`src/rtl/issue_cfg_pkg.sv`:
```
package issue_cfg_pkg;

    // datapath
    localparam int XLEN      = 32;  // data word
    localparam int MULT_STEP = 4;   // multiplier bits per cycle

    // tags
    localparam int PRN_WIDTH = 6;   // physical register tag
    localparam int ROB_WIDTH = 5;   // reorder buffer index

    // result broadcast
    localparam int CDB_LANES = 2;   // lane 0 alu, lane 1 mult

endpackage
```
`src/rtl/issue_types_pkg.sv`:
```
package issue_types_pkg;

    // target functional unit
    typedef enum logic {
        FU_ALU  = 1'b0,
        FU_MULT = 1'b1
    } fu_type_e;

    // operation within the unit
    typedef enum logic [3:0] {
        ALU_ADD = 4'h0,
        ALU_SUB = 4'h1,
        ALU_AND = 4'h2,
        ALU_OR  = 4'h3,
        ALU_XOR = 4'h4,
        ALU_SLL = 4'h5,
        ALU_SRL = 4'h6,
        ALU_SLT = 4'h7,     // signed compare
        MUL_LO  = 4'h8,     // low word of product
        MUL_HU  = 4'h9      // high word, unsigned
    } op_func_e;

    // one reservation station slot, also the dispatch lane format
    typedef struct packed {
        logic                           valid;
        fu_type_e                       fu;
        op_func_e                       func;
        logic                           op1_ready;
        logic [issue_cfg_pkg::XLEN-1:0] op1;        // tag in low bits while waiting
        logic                           op2_ready;
        logic [issue_cfg_pkg::XLEN-1:0] op2;        // same for op2
        logic [issue_cfg_pkg::PRN_WIDTH-1:0] dest_prn;
        logic [issue_cfg_pkg::ROB_WIDTH-1:0] robn;
    } rs_entry_t;

    // one common data bus lane
    typedef struct packed {
        logic                                valid;
        logic [issue_cfg_pkg::PRN_WIDTH-1:0] dest_prn;
        logic [issue_cfg_pkg::XLEN-1:0]      value;
        logic [issue_cfg_pkg::ROB_WIDTH-1:0] robn;
    } cdb_lane_t;

endpackage

```
`src/rtl/fu_issue_if.sv`:
```
`timescale 1ns/10ps

interface fu_issue_if;
    import issue_cfg_pkg::*;
    import issue_types_pkg::*;

    logic                 valid;        // one pulse per instruction
    op_func_e             func;
    logic [XLEN-1:0]      op1;
    logic [XLEN-1:0]      op2;
    logic [PRN_WIDTH-1:0] dest_prn;
    logic [ROB_WIDTH-1:0] robn;

    // station side
    modport source (
        output valid, func, op1, op2, dest_prn, robn
    );

    // functional unit side
    modport sink (
        input valid, func, op1, op2, dest_prn, robn
    );

endinterface

```
`src/rtl/mult_unit.sv`:
```
`timescale 1ns/10ps

module mult_unit (
    input  logic                       clock,
    input  logic                       reset,
    fu_issue_if.sink                   issue,
    output logic                       avail,
    output issue_types_pkg::cdb_lane_t result
);
    import issue_cfg_pkg::*;
    import issue_types_pkg::*;

    typedef enum logic [1:0] {IDLE, RUN, DONE} mult_state_e;

    localparam int STEPS  = XLEN / MULT_STEP;
    localparam int STEP_W = $clog2(STEPS);

    mult_state_e          state;
    logic [STEP_W-1:0]    step;
    logic                 accept;
    logic                 last;
    logic [2*XLEN-1:0]    acc;
    logic [2*XLEN-1:0]    mcand;        // shifts left each step
    logic [XLEN-1:0]      mplier;       // shifts right each step
    logic [2*XLEN-1:0]    digit;
    logic [2*XLEN-1:0]    sum;
    op_func_e             func_q;
    logic [PRN_WIDTH-1:0] prn_q;
    logic [ROB_WIDTH-1:0] robn_q;
    logic                 res_valid;
    logic [XLEN-1:0]      res_value;
    logic [PRN_WIDTH-1:0] res_prn;
    logic [ROB_WIDTH-1:0] res_robn;

    assign avail  = (state != RUN);
    assign accept = avail && issue.valid;
    assign last   = (state == RUN) && (step == STEP_W'(STEPS - 1));
    assign digit  = (2*XLEN)'(mplier[MULT_STEP-1:0]);
    assign sum    = acc + mcand * digit;

    always_ff @(posedge clock) begin
        if (reset) begin
            state     <= IDLE;
            step      <= '0;
            res_valid <= 1'b0;
        end else begin
            res_valid <= last;
            case (state)
                IDLE, DONE: begin
                    state <= accept ? RUN : IDLE;
                    step  <= '0;
                end
                RUN: begin
                    step <= step + 1'b1;
                    if (last)
                        state <= DONE;  // result shows in DONE
                end
                default: state <= IDLE;
            endcase
        end
    end

    always_ff @(posedge clock) begin
        if (accept) begin
            acc    <= '0;
            mcand  <= (2*XLEN)'(issue.op1);
            mplier <= issue.op2;
            func_q <= issue.func;
            prn_q  <= issue.dest_prn;
            robn_q <= issue.robn;
        end else if (state == RUN) begin
            acc    <= sum;
            mcand  <= mcand << MULT_STEP;
            mplier <= mplier >> MULT_STEP;
        end
        if (last) begin
            res_value <= (func_q == MUL_HU) ? sum[2*XLEN-1:XLEN] : sum[XLEN-1:0];
            res_prn   <= prn_q;
            res_robn  <= robn_q;
        end
    end

    assign result = '{valid: res_valid, dest_prn: res_prn, value: res_value, robn: res_robn};

endmodule

```
`src/flat_wrapper.sv`:
```
// flat-port wrapper written by rule: the top's interface ports become plain ports
module mult_unit_flat import issue_cfg_pkg::*; import issue_types_pkg::*;
  (clock, reset, avail, result, issue_valid, issue_func, issue_op1, issue_op2, issue_dest_prn, issue_robn);
  fu_issue_if issue_i ();
  input  logic clock;
  input  logic reset;
  output logic avail;
  output issue_types_pkg::cdb_lane_t result;
  input wire logic [$bits(issue_i.valid)-1:0] issue_valid;
  input wire logic [$bits(issue_i.func)-1:0] issue_func;
  input wire logic [$bits(issue_i.op1)-1:0] issue_op1;
  input wire logic [$bits(issue_i.op2)-1:0] issue_op2;
  input wire logic [$bits(issue_i.dest_prn)-1:0] issue_dest_prn;
  input wire logic [$bits(issue_i.robn)-1:0] issue_robn;
  assign issue_i.valid = issue_valid;
  assign issue_i.func = issue_func;
  assign issue_i.op1 = issue_op1;
  assign issue_i.op2 = issue_op2;
  assign issue_i.dest_prn = issue_dest_prn;
  assign issue_i.robn = issue_robn;
  mult_unit u_core (.clock(clock), .reset(reset), .issue(issue_i), .avail(avail), .result(result));
endmodule
```
`config.mk`:
```
export PLATFORM = sky130hd
export DESIGN_NAME = mult_unit_flat
export DESIGN_NICKNAME = d
export VERILOG_FILES = /design/src/rtl/issue_cfg_pkg.sv /design/src/rtl/issue_types_pkg.sv /design/src/rtl/fu_issue_if.sv /design/src/rtl/mult_unit.sv /design/src/flat_wrapper.sv
export SDC_FILE = /design/constraint.sdc
export NUM_CORES = 1
export LEC_CHECK = 0
export ABC_CLOCK_PERIOD_IN_PS = 6600
export BUFFER_PORTS_ARGS = -buffer_cell sky130_fd_sc_hd__buf_4
export CORE_MARGIN = 8
export CORE_UTILIZATION = 45
export CTS_BUF_LIST = sky130_fd_sc_hd__clkbuf_8
export DETAILED_ROUTE_END_ITERATION = 10
export GPL_TIMING_DRIVEN = 0
export PLACE_DENSITY = 0.72
export SLEW_MARGIN = 20
export SYNTH_ARGS = -nofsm -noshare
export SYNTH_HDL_FRONTEND = slang
export SYNTH_SLANG_ARGS = --single-unit
```
`constraint.sdc`:
```
create_clock -name clock -period 6.6 [get_ports clock]
set_input_delay 0.66 -clock clock [delete_from_list [all_inputs] [get_ports clock]]
set_output_delay 0.66 -clock clock [all_outputs]
set_load 0.01 [all_outputs]
```
==> results.cfg, run 1 <==
[power]
powerDensity_nw_per_um2 = 410
p_leak_nw = 9.49
ir_worst_vdd_mv = 0.234

[cells_and_area]
layout_commonest_cell = inv_1
final_cell_mix = 313 x inv_1, 234 x and2_1, 198 x nand2_1, 182 x fa_1, 135 x buf_4
layout.cells.non_filler = 2652
post_route_cells_drive_above_1_share_pct = 13.7
nets = 2419
area_delta_synth_final_pct = 13.8

[clocking]
clock-root-buffer = clkbuf_8
holdBufCountCts = 0
clk_pin_slew_ps = 60
cts.path.max_buffers = 3
cts.sinks = 224
clk_latency_ps = 640
cts_buffers = 42
cts_tree = built
htree_num_levels = 2

[place]
place_inst = 2569
portBuffers = 126
dpl.hpwl_um = 42600
place.gp.congestion = 0.943

[global_routing]
grt_overflow = 0
grt_max_degree = 53
gr-usage-all-layers_pct = 22.9
grt_pass1_vias = 14800
antenna_found_initial = 1
grt_pass1_wl_um = 84300

[route]
drtIter0Drc = 1130
finalWirelength_um = 54400
drc = 0
num_vias = 14300
detail-route-antenna-nets = 0
wl_per_cell_um = 20.5
firstDrtPassIters = 6
via_per_inst = 5.38

[timing]
holdWs_ps = 214
drv_slew = 0
rsz0062_at_grt = false
setup_violations = 0
worstMarginPinSlew_ps = 915
max_freq_mhz = 158
hold_viol = 0
fin_crit_ps = 6320
min_period_over_period_pct = 95.7
slew_headroom_pct = 39.0
finClkSkew_ps = 49.2

[critical_path]
cp.required_ps = 6910
critPathMostFrequentCell = o21ai_0
crit_type = register to register
crit_family = compound AO/OA/AOI/OAI gates
crit_path_cell_trace = clkbuf_1 > and2_1 > fa_1 > fa_1 > inv_1 > fa_1 > inv_1 > ha_1 > a21oi_1 > o21ai_0 > a221oi_1 > o21ai_0 > a221oi_1 > o21a_1 > o21ai_0 > a21boi_1 > xor2_1 > o21ai_0
slowest_stage = edfxtp_1
cp.arrival_ps = 6620
path_buf_inv = 3
cp-start-kind = register
critical_path_peak_fanout = 10
end_kind = register
max_stage_delay_ps = 600

[synth]
synth_top_area_share_pct = 20.0
synth.avg_cell_area_sq_um = 9.58
yosysWarningCount = 0
syn_inst = 1910
synth-edff-count = 122
syn_nets = 2243
yosysSeqAreaShare_pct = 31.2
yosys.area.top_type = edfxtp_1
yosysUniqueCellTypes = 83
ys_top_cells_by_area = edfxtp_1 20%, fa_1 20%, dfxtp_1 11%, and2_1 8.0%, inv_1 6.0%
yosys_most_used_dff = edfxtp_1
synth-seq-cells = 224
async_reset_ff_share_pct = 0
syn_area_sq_um = 18300

[die]
io_pins = 127
fp.coreArea_sq_um = 40500
start_util_pct = 45.2
core.rowCount = 74
die_area_sq_um = 47300
die_height_um = 218
fp.dieW_um = 218

[min_path]
hold_class = primary input to register

[flow_run]
drv_cap = 0

[outcome]
status = finished clean
[through the flow]
step	utilization [%]	setup slack (ps)	setup TNS, ps	total power [mW]	cell area, sq um
global route	51.4	28.9	0	9.11	20800
finish	51.5	284	0	8.54	20800
global placement	49.2	-193	-514	7.02	19900
floorplan	-	1680	0	5.41	18300
detailed placement	49.3	-177	-231	7.04	19900
CTS	51.3	67.3	0	8.45	20800
[worst paths after layout]
check                             start                            end  slack (ps)  cells after the start
min                       issue_robn[0]     u_core.robn_q[0]$_DFFE_PP_         210                      1
max          u_core.mplier[3]$_DFFE_PP_  u_core.res_value[9]$_DFFE_PP_         280                     18
min reg2reg   u_core.prn_q[3]$_DFFE_PP_    u_core.res_prn[3]$_DFFE_PP_         420                      0
max reg2reg  u_core.mplier[3]$_DFFE_PP_  u_core.res_value[9]$_DFFE_PP_         280                     18
[Yosys cell counts, drive strengths merged (13+ instances only)]
cell    instances
edfxtp        122
and2          236
xnor2          40
clkbuf         69
a21o           32
inv           292
nand2         198
o22ai          14
o21ai          91
o31ai          14
mux2           57
a31oi          13
xor2           24
nand3          14
fa            182
or3            16
ha             69
o21bai         17
nand3b         40
nor2           43
dfxtp         102
nand4          18
buf            20
a21oi          77
[layout make-up]
| class | count | area (sq um) |
|---|---|---|
| Antenna cell | 1 | 2.50 |
| Buffer | 89 | 409 |
| Clock buffer | 49 | 674 |
| Clock inverter | 28 | 159 |
| Fill cell | 3746 | 19600 |
| Inverter | 293 | 1100 |
| Multi-Input combinational cell | 1303 | 11100 |
| Sequential cell | 224 | 5710 |
| Tap cell | 532 | 666 |
| Timing Repair Buffer | 133 | 1020 |
[kinds of logic (layout without fill, tap and decap cells)]
family                   after synthesis  after routing  share of synthesized area, %
adder cells (fa/ha/maj)              251            251                          24.6
other                                  0              1                             0
AND/OR/NAND/NOR                      613            613                          18.0
AO/OA/AOI/OAI                        313            313                          11.1
multiplexers                          62             62                          3.78
flip-flops                           224            224                          31.2
buffers and inverters                383            592                          8.21
XOR/XNOR                              64             64                          3.06
[where the power goes]
group          internal, mW  switching (mW)
Clock                 0.720           0.642
Combinational          1.81            3.47
Sequential             1.80          0.0949
[worst register-to-register path: cells and delay by family (launching register included)]
kind,cells,cell delay (ps)
compound gates,9,2460
fa+ha+maj,4,1580
buf+inv,3,710
flops,1,600
xor+xnor,1,410
simple gates,1,260
[routing by layer]
| layer | global-route usage [%] | up-vias | share of wire (%) |
|---|---|---|---|
| met3 | 3.65 | 82 | 6.9 |
| met2 | 36.9 | 500 | 46 |
| li1 | - | 6610 | - |
| met5 | 0 | - | 0 |
| met4 | 7.08 | 0 | 2.7 |
| met1 | 31.3 | 7063 | 45 |
[repair_timing]
item                                    4_1_cts  5_1_grt
endpoints found under the setup margin        4        2
buffers inserted                              0        6
resized for setup                             2        9
[registers in the layout (all words and copies together), names as in the netlist, 3 cells and up]
register and cells:
u_core.acc 64, u_core.func_q 4, u_core.mcand 64, u_core.mplier 32, u_core.prn_q 6, u_core.res_prn 6
u_core.res_robn 5, u_core.res_value 32, u_core.robn_q 5, u_core.step 3
Power figures use the tool's default switching activity.
==> inputs of run 2 (changes only) <==
Settings changed: ABC_CLOCK_PERIOD_IN_PS 6600 to 6970, BUFFER_PORTS_ARGS -buffer_cell sky130_fd_sc_hd__buf_4 to -buffer_cell sky130_fd_sc_hd__buf_2, SLEW_MARGIN 20 to not set.
Clock period 6.6 ns to 6.97 ns, I/O delays scaled along.
==> results.cfg, run 2 (synthesis gave the netlist of run 1 again) <==
[clocking]
postCtsSetupBuffers = 0
htree_num_levels = 2
cts.path.max_buffers = 3
clk_pin_slew_ps = 60
cts_buffers = 43
cts.sinks = 224
clk_latency_ps = 620
cts_tree = built
clock-root-buffer = clkbuf_8

[timing]
worstMarginPinSlew_ps = 955
finalSetupTns_ps = 0
setup_violations = 0
min_period_over_period_pct = 95.9
fin_crit_ps = 6680
finClkSkew_ps = 35.1
drv_slew = 0
hold_viol = 0
rsz0062_at_grt = false
max_freq_mhz = 150
slew_headroom_pct = 36.3

[global_routing]
gr-usage-all-layers_pct = 22.8
grt_overflow = 0
grt_max_degree = 65
antenna_found_initial = 2
grt_pass1_wl_um = 84500
grt_pass1_vias = 15100

[cells_and_area]
nets = 2415
top_regs = u_core.acc (64), u_core.mcand (64)
layout.cells.non_filler = 2649
final_area_sq_um = 20500
final_cell_mix = 302 x inv_1, 234 x and2_1, 198 x nand2_1, 182 x fa_1, 137 x buf_2
area_delta_synth_final_pct = 12.3
post_route_cells_drive_above_1_share_pct = 13.5
nFillCells = 3795
layout_commonest_cell = inv_1

[critical_path]
end_kind = register
cp.required_ps = 7260
r2r_slack_ps = 290
cp.arrival_ps = 6970
crit_type = register to register
cp-start-kind = register
critical_path_peak_fanout = 10

[die]
io_pins = 127
die_height_um = 218
core.rowCount = 74
start_util_pct = 45.2
fp.dieW_um = 218
fp.coreArea_sq_um = 40500
die_area_sq_um = 47300

[power]
p_leak_nw = 9.34
powerDensity_nw_per_um2 = 399
ir_worst_vdd_mv = 0.277

[route]
via_per_inst = 5.40
detail-route-antenna-nets = 0
finalWirelength_um = 53700
firstDrtPassIters = 6
drc = 0
drtIter0Drc = 990
num_vias = 14300
wl_per_cell_um = 20.3

[min_path]
hold_class = primary input to register

[place]
dpl.hpwl_um = 42100
portBuffers = 126
placed_cell_area_sq_um = 19600
place_inst = 2570
place.gp.congestion = 0.951

[outcome]
status = finished clean

[flow_run]
drv_cap = 0
run 2: changes by cell type in the layout (fill, tap and decap cells not counted), sizes merged:
cell      delta
buf          -5
bufinv       +2
clkbuf       +1
clkinv       +7
clkinvlp     +1
diode        +1
inv         -10
run 2: through the flow:
stage                     util (%)  power [mW]  setup WS (ps)  hold slack (ps)
after global routing          50.8        8.77           97.9              219
final                         50.8        8.20            288              263
after detailed placement      48.5        6.67            244              405
after global placement        48.4        6.62            142              400
after CTS                     50.8        8.11            174              208
after floorplan                  -        5.12           2050              400
run 2: area by class of cell:
cell class	count	area, sq um	area share (%)
Multi-Input combinational cell	1303	11100	54.0
Sequential cell	224	5710	27.8
Inverter	293	1100	5.35
Clock buffer	50	688	3.35
Timing Repair Buffer	128	678	3.30
Tap cell	532	666	3.24
Buffer	89	402	1.96
Clock inverter	28	214	1.04
Antenna cell	2	5.00	0.0244
run 2: where the power goes:
| group | switching (mW) | leakage (nW) | internal [mW] |
|---|---|---|---|
| registers | 0.0950 | 2.01 | 1.70 |
| clock network | 0.627 | 0.499 | 0.771 |
| logic | 3.31 | 6.83 | 1.70 |
run 2: timing repair:
item | 4_1_cts | 5_1_grt
resized for setup | 0 | 0
hold buffers | 0 | 0
endpoints found under the setup margin | 0 | 2
run 2: routing by layer:
metal,wire [um],part of all wire (%),track usage [%]
met1,23500,44,30.5
met2,24100,45,35.7
met3,4210,7.8,5.12
met4,1890,3.5,8.81
met5,23,0.043,0
run 2: final timing paths:
kind                                                  from                             to  cells after the start
worst min-delay path                         issue_robn[3]     u_core.robn_q[3]$_DFFE_PP_                      1
worst max register to register  u_core.mplier[2]$_DFFE_PP_  u_core.res_value[5]$_DFFE_PP_                     17
worst min register to register  u_core.robn_q[1]$_DFFE_PP_   u_core.res_robn[1]$_DFFE_PP_                      0
worst max-delay path            u_core.mplier[2]$_DFFE_PP_  u_core.res_value[5]$_DFFE_PP_                     17
run 2: critical path: stages, from the launching register on:
cell and delay, ps:
edfxtp_1 780, clkbuf_1 730, nand2_1 170, fa_1 540
fa_1 520, fa_1 540, inv_1 40, ha_1 320
a21o_1 200, a221oi_2 370, a2bb2oi_2 290, nor4_1 120
o21ai_1 360, a21oi_1 140, a211oi_2 410, o21ai_0 220
xnor2_1 390, o21ai_0 220
